File: src/hw/can_macros.svh
`ifndef CAN_MACROS_SVH
`define CAN_MACROS_SVH

// ====================
// Frame field lengths
// ====================

// Base identifier and extension
`define CAN_LEN_ID_A 11
`define CAN_LEN_ID_B 18

`define CAN_LEN_DLC 4
`define CAN_LEN_CRC 15
`define CAN_LEN_EOF 7

// Third recessive bit may already be the next start of frame
`define CAN_LEN_INTERMISSION 2

// ====================
// Bus timing and coding
// ====================

// Equal bits that force a stuff bit
`define CAN_STUFF_RUN 5

// Recessive run needed to leave error recovery
`define CAN_BUS_IDLE_BITS 11

`define CAN_MAX_DATA_BYTES 8
`define CAN_CRC_POLY 15'h4599

`endif

File: src/hw/can_pkg.sv
`default_nettype none

`include "can_macros.svh"

package can_pkg;

	// ====================
	// Frame fields
	// ====================

	typedef logic [`CAN_LEN_ID_A-1:0] id_a_t;                // Base ID
	typedef logic [`CAN_LEN_ID_B-1:0] id_b_t;                // Extension ID
	typedef logic [`CAN_LEN_DLC-1:0] dlc_t;
	typedef logic [`CAN_MAX_DATA_BYTES*8-1:0] data_t;      // Right aligned payload
	typedef logic [`CAN_LEN_CRC-1:0] crc_t;

	// ====================
	// Sequencer states
	// ====================

	// One state per frame field, in bus order
	typedef enum logic [4:0] {
		field_idle,
		field_id_a,
		field_rtr_srr,      // RTR in base frames, SRR in extended
		field_ide,
		field_id_b,
		field_rtr,          // Extended frames only
		field_res1,
		field_res0,
		field_dlc,
		field_data,
		field_crc,
		field_crc_del,
		field_ack_slot,
		field_ack_del,
		field_eof,
		field_intermission,
		field_error         // Waiting for bus idle
	} field_t;

	// Reported error kinds
	typedef enum logic [1:0] {
		err_stuff,
		err_form,
		err_ack,
		err_crc
	} err_kind_t;

endpackage

`default_nettype wire

File: src/hw/can_bit_destuff.sv
`timescale 1ns/1ps
`default_nettype none

`include "can_macros.svh"

module can_bit_destuff (
	input  logic clock,
	input  logic reset,
	input  logic rx_bit,
	input  logic sample_point,
	input  logic stuff_region,
	output logic data_strobe,
	output logic stuff_error,
	output logic bit_value
);

	// Last bus bits, stuff bits included
	logic [`CAN_STUFF_RUN-1:0] history;
	logic run_full;     // History is one level only
	logic run_level;    // Level of that run

	// ====================
	// Bit history
	// ====================

	// Shifts on every sample point, so stuff bits start a new run
	always_ff @(posedge clock or posedge reset)
	begin
		if (reset)
		begin
			// Alternating start so no run is seen after reset
			for (int i = 0; i < `CAN_STUFF_RUN; i++)
			begin
				history[i] <= i[0];
			end
		end
		else if (sample_point)
			history <= {history[`CAN_STUFF_RUN-2:0], rx_bit};
	end

	// ====================
	// Classification
	// ====================

	assign run_full  = (&history) | ~(|history);
	assign run_level = history[0];

	assign bit_value = rx_bit;      // Raw sampled level

	// After a full run the bit is never a frame bit
	assign data_strobe = sample_point & ~(stuff_region & run_full);

	// Opposite level is the stuff bit, same level is a sixth equal bit
	assign stuff_error = sample_point & stuff_region & run_full & (rx_bit == run_level);

endmodule

`default_nettype wire

File: src/hw/can_crc15.sv
`timescale 1ns/1ps
`default_nettype none

`include "can_macros.svh"

module can_crc15 (
	input  logic clock,
	input  logic reset,
	input  logic crc_clear,
	input  logic crc_shift,
	input  logic bit_value,
	output logic crc_zero
);
	import can_pkg::*;

	crc_t crc_q;        // Running remainder
	logic feedback;     // Incoming bit against the MSB
	crc_t crc_shifted;

	assign feedback    = bit_value ^ crc_q[`CAN_LEN_CRC-1];
	assign crc_shifted = {crc_q[`CAN_LEN_CRC-2:0], 1'b0};

	// Serial division by the CAN polynomial
	always_ff @(posedge clock or posedge reset)
	begin
		if (reset)
			crc_q <= '0;
		else if (crc_clear)
			crc_q <= '0;    // Held clear between frames
		else if (crc_shift)
		begin
			if (feedback)
				crc_q <= crc_shifted ^ `CAN_CRC_POLY;
			else
				crc_q <= crc_shifted;
		end
	end

	// Received CRC shifted in too, so a match leaves no remainder
	assign crc_zero = (crc_q == '0);

endmodule

`default_nettype wire

File: src/hw/can_field_sequencer.sv
`timescale 1ns/1ps
`default_nettype none

`include "can_macros.svh"

module can_field_sequencer (
	input  logic               clock,
	input  logic               reset,
	input  logic               sample_point,
	input  logic               bit_value,
	input  logic               data_strobe,
	input  logic               stuff_error,
	input  logic               crc_zero,
	output logic               stuff_region,
	output logic               crc_clear,
	output logic               crc_shift,
	output can_pkg::field_t    field,
	output logic               field_strobe,
	output logic               frame_start,
	output logic               frame_done,
	output can_pkg::dlc_t      dlc,
	output logic               error_valid,
	output can_pkg::err_kind_t error_kind
);
	import can_pkg::*;

	logic [5:0] bit_cnt;        // Shared bit counter for every field
	logic       rtr_q;          // Remote frame, no data field
	logic       bit_tick;       // One frame bit for the current field
	logic       field_last;     // Last bit of the current field
	field_t     next_field;
	dlc_t       dlc_shift;
	dlc_t       dlc_clamped;
	logic [6:0] data_bits;      // Data field length in bits
	logic       err_hit;
	err_kind_t  err_kind_d;

	// ====================
	// Strobes to the other blocks
	// ====================

	always_comb
	begin
		stuff_region = field inside {field_id_a, field_rtr_srr, field_ide, field_id_b,
			field_rtr, field_res1, field_res0, field_dlc, field_data, field_crc,
			field_crc_del};
	end

	assign crc_clear = (field == field_idle);
	// Identifier through the last CRC bit
	assign crc_shift = data_strobe & stuff_region & (field != field_crc_del);

	// Outside the stuffing region every sample point is a frame bit
	assign bit_tick     = data_strobe;
	assign field_strobe = bit_tick & (field != field_idle) & (field != field_error);
	assign frame_start  = sample_point & (field == field_idle) & ~bit_value;
	assign frame_done   = sample_point & (field == field_eof) & field_last & bit_value;

	// DLC of 1xxx reads as eight bytes
	assign dlc_shift   = {dlc[`CAN_LEN_DLC-2:0], bit_value};
	assign dlc_clamped = dlc_shift[`CAN_LEN_DLC-1] ? dlc_t'(`CAN_MAX_DATA_BYTES) : dlc_shift;
	assign data_bits   = {dlc, 3'b000};

	// ====================
	// Field lengths and order
	// ====================

	always_comb
	begin
		case (field)
			field_id_a:         field_last = (bit_cnt == 6'(`CAN_LEN_ID_A - 1));
			field_id_b:         field_last = (bit_cnt == 6'(`CAN_LEN_ID_B - 1));
			field_dlc:          field_last = (bit_cnt == 6'(`CAN_LEN_DLC - 1));
			field_data:         field_last = ({1'b0, bit_cnt} == data_bits - 7'd1);
			field_crc:          field_last = (bit_cnt == 6'(`CAN_LEN_CRC - 1));
			field_eof:          field_last = (bit_cnt == 6'(`CAN_LEN_EOF - 1));
			field_intermission: field_last = (bit_cnt == 6'(`CAN_LEN_INTERMISSION - 1));
			field_error:        field_last = (bit_cnt == 6'(`CAN_BUS_IDLE_BITS - 1));
			default:            field_last = 1'b1;      // Single bit fields and idle
		endcase
	end

	always_comb
	begin
		case (field)
			field_idle:     next_field = bit_value ? field_idle : field_id_a;   // SOF
			field_id_a:     next_field = field_rtr_srr;
			field_rtr_srr:  next_field = field_ide;
			field_ide:      next_field = bit_value ? field_id_b : field_res0;
			field_id_b:     next_field = field_rtr;
			field_rtr:      next_field = field_res1;
			field_res1:     next_field = field_res0;
			field_res0:     next_field = field_dlc;
			// Remote or empty frames skip the data field
			field_dlc:      next_field = (rtr_q || dlc_clamped == '0) ? field_crc : field_data;
			field_data:     next_field = field_crc;
			field_crc:      next_field = field_crc_del;
			field_crc_del:  next_field = field_ack_slot;
			field_ack_slot: next_field = field_ack_del;
			field_ack_del:  next_field = field_eof;
			field_eof:      next_field = field_intermission;
			default:        next_field = field_idle;
		endcase
	end

	// ====================
	// Error detection
	// ====================

	always_comb
	begin
		err_hit    = 1'b0;
		err_kind_d = err_stuff;
		if (stuff_error)
			err_hit = 1'b1;     // Sixth equal bit
		else if (sample_point)
		begin
			case (field)
				field_crc_del:
				begin
					// A dominant stuff bit here is legal
					if (data_strobe && !bit_value)
					begin
						err_hit    = 1'b1;
						err_kind_d = err_form;
					end
				end
				field_ack_slot:
				begin
					if (bit_value)
					begin
						err_hit    = 1'b1;      // Nobody acknowledged
						err_kind_d = err_ack;
					end
				end
				field_ack_del:
				begin
					if (!bit_value)
					begin
						err_hit    = 1'b1;
						err_kind_d = err_form;
					end
					else if (!crc_zero)
					begin
						err_hit    = 1'b1;      // CRC checked at the ACK delimiter
						err_kind_d = err_crc;
					end
				end
				field_eof, field_intermission:
				begin
					if (!bit_value)
					begin
						err_hit    = 1'b1;      // No overload frames here
						err_kind_d = err_form;
					end
				end
				default: ;
			endcase
		end
	end

	// ====================
	// State and counters
	// ====================

	always_ff @(posedge clock or posedge reset)
	begin
		if (reset)
		begin
			field       <= field_idle;
			bit_cnt     <= '0;
			rtr_q       <= 1'b0;
			dlc         <= '0;
			error_valid <= 1'b0;
			error_kind  <= err_stuff;
		end
		else
		begin
			error_valid <= err_hit;     // One cycle report
			if (err_hit)
			begin
				error_kind <= err_kind_d;
				field      <= field_error;
				bit_cnt    <= '0;
			end
			else if (field == field_error)
			begin
				if (sample_point)
				begin
					if (!bit_value)
						bit_cnt <= '0;      // Dominant restarts the idle count
					else if (field_last)
					begin
						field   <= field_idle;
						bit_cnt <= '0;
					end
					else
						bit_cnt <= bit_cnt + 6'd1;
				end
			end
			else if (bit_tick)
			begin
				if (field_last)
				begin
					field   <= next_field;
					bit_cnt <= '0;
				end
				else
					bit_cnt <= bit_cnt + 6'd1;

				// Extended RTR overwrites the SRR bit
				if (field == field_rtr_srr || field == field_rtr)
					rtr_q <= bit_value;
				if (field == field_dlc)
					dlc <= field_last ? dlc_clamped : dlc_shift;
			end
		end
	end

endmodule

`default_nettype wire

File: src/hw/can_frame_capture.sv
`timescale 1ns/1ps
`default_nettype none

`include "can_macros.svh"

module can_frame_capture (
	input  logic            clock,
	input  logic            reset,
	input  logic            bit_value,
	input  can_pkg::field_t field,
	input  logic            field_strobe,
	input  logic            frame_start,
	input  logic            frame_done,
	input  can_pkg::dlc_t   dlc,
	input  logic            frame_ack,
	output logic            frame_req,
	output can_pkg::id_a_t  id_a,
	output can_pkg::id_b_t  id_b,
	output logic            ide,
	output logic            rtr,
	output can_pkg::dlc_t   dlc_out,
	output can_pkg::data_t  data_out,
	output logic            overrun
);
	import can_pkg::*;

	// Working copies filled while the frame is on the bus
	id_a_t id_a_w;
	id_b_t id_b_w;
	logic  ide_w;
	logic  rtr_w;
	data_t data_w;

	logic  hs_busy;     // Consumer still holds the last frame
	logic  take;        // Frame finished and output free

	assign hs_busy = frame_req | frame_ack;
	assign take    = frame_done & ~hs_busy;

	// ====================
	// Working registers
	// ====================

	always_ff @(posedge clock)
	begin
		if (frame_start)
		begin
			// Cleared so short frames read back zero upper data
			id_a_w <= '0;
			id_b_w <= '0;
			ide_w  <= 1'b0;
			rtr_w  <= 1'b0;
			data_w <= '0;
		end
		else if (field_strobe)
		begin
			case (field)
				field_id_a:
					id_a_w <= {id_a_w[`CAN_LEN_ID_A-2:0], bit_value};
				field_rtr_srr, field_rtr:
					rtr_w <= bit_value;     // Base RTR, then extended RTR
				field_ide:
					ide_w <= bit_value;
				field_id_b:
					id_b_w <= {id_b_w[`CAN_LEN_ID_B-2:0], bit_value};
				field_data:
					data_w <= {data_w[`CAN_MAX_DATA_BYTES*8-2:0], bit_value};
				default: ;
			endcase
		end
	end

	// ====================
	// Output fields
	// ====================

	// Stable for as long as frame_req is high
	always_ff @(posedge clock)
	begin
		if (take)
		begin
			id_a     <= id_a_w;
			id_b     <= id_b_w;
			ide      <= ide_w;
			rtr      <= rtr_w;
			dlc_out  <= dlc;
			data_out <= data_w;
		end
	end

	// ====================
	// Four phase handshake
	// ====================

	always_ff @(posedge clock or posedge reset)
	begin
		if (reset)
		begin
			frame_req <= 1'b0;
			overrun   <= 1'b0;
		end
		else
		begin
			overrun <= frame_done & hs_busy;   // New frame dropped, held one kept
			if (take)
				frame_req <= 1'b1;
			else if (frame_ack)
				frame_req <= 1'b0;              // Ack seen, release request
		end
	end

endmodule

`default_nettype wire

File: src/hw/can_rx.sv
`timescale 1ns/1ps
`default_nettype none

module can_rx (
	input  logic               clock,
	input  logic               reset,
	input  logic               rx_bit,
	input  logic               sample_point,
	input  logic               frame_ack,
	output logic               frame_req,
	output can_pkg::id_a_t     id_a,
	output can_pkg::id_b_t     id_b,
	output logic               ide,
	output logic               rtr,
	output can_pkg::dlc_t      dlc_out,
	output can_pkg::data_t     data_out,
	output logic               overrun,
	output logic               error_valid,
	output can_pkg::err_kind_t error_kind
);
	import can_pkg::*;

	// Destuffer outputs
	logic   data_strobe;
	logic   stuff_error;
	logic   bit_value;

	// Sequencer control
	logic   stuff_region;
	logic   crc_clear;
	logic   crc_shift;
	logic   crc_zero;
	field_t field;
	logic   field_strobe;
	logic   frame_start;
	logic   frame_done;
	dlc_t   dlc;

	// ====================
	// Bit level
	// ====================

	can_bit_destuff destuff_i (
		.clock        (clock),
		.reset        (reset),
		.rx_bit       (rx_bit),
		.sample_point (sample_point),
		.stuff_region (stuff_region),
		.data_strobe  (data_strobe),
		.stuff_error  (stuff_error),
		.bit_value    (bit_value)
	);

	can_crc15 crc_i (
		.clock     (clock),
		.reset     (reset),
		.crc_clear (crc_clear),
		.crc_shift (crc_shift),
		.bit_value (bit_value),
		.crc_zero  (crc_zero)
	);

	// ====================
	// Frame level
	// ====================

	can_field_sequencer sequencer_i (
		.clock        (clock),
		.reset        (reset),
		.sample_point (sample_point),
		.bit_value    (bit_value),
		.data_strobe  (data_strobe),
		.stuff_error  (stuff_error),
		.crc_zero     (crc_zero),
		.stuff_region (stuff_region),
		.crc_clear    (crc_clear),
		.crc_shift    (crc_shift),
		.field        (field),
		.field_strobe (field_strobe),
		.frame_start  (frame_start),
		.frame_done   (frame_done),
		.dlc          (dlc),
		.error_valid  (error_valid),    // Straight to the outputs
		.error_kind   (error_kind)
	);

	can_frame_capture capture_i (
		.clock        (clock),
		.reset        (reset),
		.bit_value    (bit_value),
		.field        (field),
		.field_strobe (field_strobe),
		.frame_start  (frame_start),
		.frame_done   (frame_done),
		.dlc          (dlc),
		.frame_ack    (frame_ack),
		.frame_req    (frame_req),
		.id_a         (id_a),
		.id_b         (id_b),
		.ide          (ide),
		.rtr          (rtr),
		.dlc_out      (dlc_out),
		.data_out     (data_out),
		.overrun      (overrun)
	);

endmodule

`default_nettype wire

File: config.mk
export PLATFORM = sky130hd
export DESIGN_NAME = can_rx
export DESIGN_NICKNAME = d
export VERILOG_FILES = /design/src/hw/can_pkg.sv /design/src/hw/can_bit_destuff.sv /design/src/hw/can_crc15.sv /design/src/hw/can_field_sequencer.sv /design/src/hw/can_frame_capture.sv /design/src/hw/can_rx.sv
export VERILOG_INCLUDE_DIRS = /design/src /design/src/hw
export SDC_FILE = /design/constraint.sdc
export NUM_CORES = 1
export LEC_CHECK = 0
export ABC_AREA = 1
export BUFFER_PORTS_ARGS = -buffer_cell sky130_fd_sc_hd__buf_2
export CAP_MARGIN = 10
export CORE_UTILIZATION = 56
export DETAILED_ROUTE_END_ITERATION = 8
export GPL_ROUTABILITY_DRIVEN = 0
export PLACE_DENSITY = 0.77
export SYNTH_ARGS = -nofsm -noshare
export SYNTH_HDL_FRONTEND = slang
export SYNTH_HIERARCHICAL = 1
export SYNTH_SLANG_ARGS = --single-unit
File: constraint.sdc
create_clock -name clock -period 10.53 [get_ports clock]
set_input_delay 3.159 -clock clock [delete_from_list [all_inputs] [get_ports clock]]
set_output_delay 3.159 -clock clock [all_outputs]
set_load 0.05 [all_outputs]
======== Word-level counts from Yosys, hierarchy flattened ========
Index checks and enable logic that the tools add are counted.
operators by class
  reduce and logical (&&, ||, !) cells .... 27
  divide/modulo/power cells ............... 0
  mux-type cells .......................... 41
  $add $sub $neg .......................... 2
  $lt $le $gt $ge ......................... 0
  eq/ne operators ......................... 28
  $mul .................................... 0
  shift-type cells ........................ 0
  bitwise gates (word level) .............. 26
operators with widths
  kind                                               number
  one-hot mux 5 bit (15 select lines)                1
  2-to-1 mux 15 bit                                  3
  == test 5 x 4 -> 1 bit (second input constant)     8
  2-to-1 mux 6 bit                                   6
  2-to-1 mux 5 bit                                   7
  == test 5 x 3 -> 1 bit (second input constant)     4
  bitwise AND 1 bit                                  16
  zero test 15 bit                                   1
  2-to-1 mux 2 bit                                   7
  == test 6 x 4 -> 1 bit (second input constant)     2
  2-to-1 mux 1 bit                                   12
  AND reduction 2 bit                                6
  AND reduction 4 bit                                3
  nonzero test 11 bit                                1
  == test 5 x 2 -> 1 bit (second input constant)     2
  2-to-1 mux 4 bit                                   2
  one-hot mux 2 bit (4 select lines)                 1
  == test 6 x 7 -> 1 bit                             1
  NOT 7 bit                                          1
  one-hot mux 1 bit (7 select lines)                 1
  subtractor 7 x 1 -> 7 bit (second input constant)  1
  adder 6 x 1 -> 6 bit (second input constant)       1
  == test 6 x 1 -> 1 bit (second input constant)     1
  == test 6 x 2 -> 1 bit (second input constant)     1
  23 further kinds                                   35
word-level totals
  memory bits (read-only) ................. 0
  RAM bits ................................ 0
  memories ................................ 0
  input bits .............................. 5
  output and inout port bits .............. 104
  latch bits .............................. 0
  register bits ........................... 235
  word-level logic and storage cells ...... 145

======== Logic depth before layout (Yosys ltp) ========
  word-level depth ........................ 13
  depth in mapped cells ................... 18

======== Modules after synthesis ========
The synthesis kept the hierarchy.
by module, submodules not included
  module               sequential area each (um^2)  cells an instance  area each (um^2)  instances
  can_frame_capture    4924.7                       553                6608.8            1
  can_field_sequencer  475.5                        238                1670.4            1
  can_crc15            375.4                        95                 760.7             1
  can_bit_destuff      127.6                        36                 261.5             1

======== Worst setup path before layout ========
OpenSTA, ideal clock, no wires.
  path kind ............................... in2reg
  from .................................... input rx_bit
  to ...................................... register capture_i.data_out[0], enable pin
  required time ........................... 9.852 ns
  stages on the path ...................... 6
  setup time .............................. 0.678 ns
  arrival time ............................ 10.446 ns
  path buffers ............................ 2
  slack ................................... -0.594 ns
  path through ............................ buf_4 buf_2 nand4_1 nor2_1 inv_1 nor3_1
on the way
  word-level cells in the longest chain between the ends .. 2
ends and longest elaborated chain
  item                  line                       source
  start, declared       can_rx.sv:7                input logic rx_bit,
  bitwise AND 1 bit     can_field_sequencer.sv:57  assign frame_done = sample_point & (field == field_eof) & field_last & bit_value;
  net frame_done        can_rx.sv:36               logic frame_done;
  bitwise AND 1 bit     can_frame_capture.sv:38    assign take = frame_done & ~hs_busy;
  net capture_i.take    can_frame_capture.sv:35    logic take;
  end signal, assigned  can_frame_capture.sv:87    data_out <= data_w;
  end, declared         can_frame_capture.sv:22    output can_pkg::data_t data_out,
The timed path passes the listed nets, and every way through them passes these cells.
A chain may end at the register's enable or synchronous reset.

======== Final worst setup path ========
  from .................................... input sample_point
  to ...................................... register capture_i.data_w[42]
on the way
  word-level cells in the longest chain between the ends .. 4
  elaborated cells on any way between the ends .. 6
ends and longest elaborated chain
  item                                  line                       source
  start, declared                       can_rx.sv:8                input logic sample_point,
  bitwise AND 1 bit                     can_bit_destuff.sv:51      assign data_strobe = sample_point & ~(stuff_region & run_full);
  net data_strobe                       can_rx.sv:24               logic data_strobe;
  bitwise AND 1 bit (2 in series)       can_field_sequencer.sv:55  assign field_strobe = bit_tick & (field != field_idle) & (field != field_error);
  net field_strobe                      can_rx.sv:34               logic field_strobe;
  AND reduction 2 bit (no source line)  -
  end signal, assigned                  can_frame_capture.sv:67    data_w <= {data_w[`CAN_MAX_DATA_BYTES*8-2:0], bit_value};
  end, declared                         can_frame_capture.sv:32    data_t data_w;
The timed path passes the listed nets, and every way through them passes these cells.

==> results.md <==
* Status: finished clean
* Critical path required time at between 10 and 15 ns
* Synth Register Bits at approximately 240
* Clock Path Buffers at 3
* DR DRC count at 0
* Root Buffer: clkbuf_16
* Most common cell after layout, fill and taps aside: nand2_1
* Largest area contributor in the netlist: edfxtp_1
* Worst r2r src: sequencer_i/field[4]$_DFFE_PP0P_
* Post-route ant nets at 0
* Tot Pwr at around 2500 uW
* Syn nets at approximately 930
* Cell row count at 46
* Detail Placement HPWL at 11430 um
* Worst IR Drop VDD at around 0.17 mV
* Remaining Overflow, GRT at 0
* Hold Fails Final Rpt at 0
* Final max-slew violation count at 0
* WL final at 17790 um
* Reg2Reg Depth at 16
* Worst hold start: capture_i/data_w[63]$_SDFFE_PP0P_
* H-Tree Depth at 1
* Hold Path Class: reg2reg
* Via count at roughly 6700
* Crit path max fanout at a little under 80
* Full die area at 17130 um2
* Cell Pwr Density at approximately 240 nW/um2
* Lkg Pwr at around 0.0046 uW
* Commonest non-fill, non-tap cells in the layout: 186 x nand2_1, 118 x nand3_1, 108 x buf_2
* Worst Path Arrival at 6.40 ns
* Sequential cell area fraction in the yosys report at 63.47%
* Clock latency at the later pin of the worst-skew pair at ~0.50 ns
* Die width at about 130 um
* Post-Syn Area per Cell at between 10 and 15 um2
* Final worst-path cycle share at a little under three fifths
* Hold path endpoint: capture_i/data_out[63]$_DFFE_PP_
* Ys Warns at 6
* Setup slack after layout at between 4 and 5 ns
* FF-to-FF End: capture_i/data_w[42]$_SDFFE_PP0P_
* Post-Synthesis Cells at roughly 920
* Worst slack, placed at roughly 4.1 ns
* CP startpoint kind: input port
* Antenna cells at 0
* Total GRT Usage at 21.24%
* Cell Area, Synth at 9301 um2
* Ranking of synthesized cells by area: edfxtp_1 32%, dfxtp_1 20%, dfrtp_1 10%
* Hold Buf Count CTS at 0
* Synth top area share at between 30% and 40%
* CTS resizes at 0
* Non-Filler Instances at 1254
* Ys async rst share at between 10% and 20%
* Total CTS buffers at 24
* Worst-margin pin slew at between 1 and 1.5 ns
* # IOs at about 110
* Initial DRC count at about 590
* Worst-path clk slew at roughly 0.060 ns
* Via density per instance at 5.352
* Placed insts at between 1000 and 1500
* Proportion of layout cells with a drive suffix above 1 at between 20% and 30%
* Setup Total Neg Slack at 0 ns
* DR pass1 iterations at 5
* Core box area at 16060 um2
* Pin count of the biggest net entering global routing at 78
* Global-route wire length before repair at around 29000 um
* Nets at around 1000
* R2r setup slk at about 5.9 ns
* Netlist cell types at 40
* Die Ht at between 100 and 150 um
* Starting Density at approximately 58%
* Hold depth at 0
* RSZ-0062 raised after global routing: no
* Wirelength per Cell at between 10 and 15 um
* Worst slew margin at ~22%
* Fin crit period at 6.053 ns
* Initial antenna violation count at 0
* Port bufs at ~110
* EDFF count, synth at a little under 100
* CTS tree: done
* Area growth syn-to-layout at 14.78%
* Vias in the first global route at between 6000 and 7000
* # setup viols final at 0
* Critical path class: in2reg
* Fin Clk Skew at 0.008596 ns
* Max-Cap Viols at 0
* CTS sink cnt at about 240
* Final hold slack at 0.4336 ns
* Primary FF master, synth: edfxtp_1
* Post-CTS setup buffer count at 0
* F_max at between 150 and 200 MHz
* Worst setup EP type: flop
layout make-up:
class / instances / area [um2]
flip-flops and latches: 235 / 5903
fillers: 1268 / 5381
multi-input cells: 584 / 2880
clock buffers: 34 / 689.4
repair buffers: 113 / 578.1
well taps: 216 / 270.3
inverters: 62 / 235.2
clock inverters: 10 / 120.1
worst max-delay path, stage by stage:
cell	delay, ns
buf_2	0.22
inv_1	0.13
a21oi_1	0.30
inv_1	0.18
a21oi_1	0.23
nand2_1	0.15
nor2_4	0.12
buf_4	0.61
nand2_2	0.87
nand2_1	0.29
a21oi_1	0.10
state kept, by name, summed over array words and instances (netlist names), 2 cells and up:
register	count
capture_i/id_b	18
capture_i/id_a_w	11
sequencer_i/error_kind	2
destuff_i/history	5
sequencer_i/field	5
capture_i/data_out	64
capture_i/data_w	64
capture_i/id_a	11
sequencer_i/bit_cnt	6
capture_i/dlc_out	4
capture_i/id_b_w	18
crc_i/crc_q	15
sequencer_i/dlc	4
power breakdown:
part	switching (uW)	total [uW]	internal, uW
Combinational	433	603	171
Clock	338	847	509
Sequential	72.1	1100	1030
worst max path at each step:
stage                       from                           endpoint  slack [ns]  cells past startpoint
finish              sample_point  capture_i/data_w[42]$_SDFFE_PP0P_        4.48                     11
global route        sample_point  capture_i/data_w[42]$_SDFFE_PP0P_        4.17                     11
CTS                 sample_point  capture_i/data_w[42]$_SDFFE_PP0P_        4.57                     11
detailed placement  sample_point  capture_i/data_w[21]$_SDFFE_PP0P_        4.07                     11
global placement    sample_point  capture_i/data_w[10]$_SDFFE_PP0P_        4.18                     11
floorplan                 rx_bit    capture_i/data_out[0]$_DFFE_PP_        2.46                      6
stage by stage:
stage	instance area [um2]	util (%)
after floorplan	9306	-
after detailed placement	9867	61.45
after global routing	10680	66.49
after global placement	9867	61.45
final	10680	66.49
after CTS	10680	66.49
synth_stat cells (5+ instances only):
| master | count |
|---|---|
| dfrtp_1 | 39 |
| buf_2 | 12 |
| clkbuf_1 | 9 |
| dfxtp_1 | 95 |
| inv_1 | 50 |
| nand4_1 | 12 |
| nor2_2 | 9 |
| xor2_1 | 6 |
| nand3_2 | 9 |
| buf_6 | 15 |
| nand2_1 | 186 |
| nand2_2 | 10 |
| edfxtp_1 | 99 |
| nand3_1 | 118 |
| nor3_1 | 5 |
| o21ai_1 | 14 |
| o21ai_0 | 23 |
| a21oi_1 | 82 |
| nor2_1 | 79 |
| inv_2 | 11 |
layer usage:
metal  share of wire (%)  track usage (%)
met1                  43            29.74
met2                  48            33.92
met3                 6.2            3.094
met4                 2.4            7.437
met5                   0                0
logic make-up after synthesis:
| family | count (synthesis) | share of synthesized area (%) |
|---|---|---|
| flops | 235 | 63.47 |
| fa+ha+maj | 2 | 0.2690 |
| xor+xnor | 7 | 0.6591 |
| buf+inv | 103 | 5.851 |
| simple gates | 439 | 21.75 |
| compound gates | 136 | 8.004 |
No activity file was read; power rests on OpenSTA's default activity.
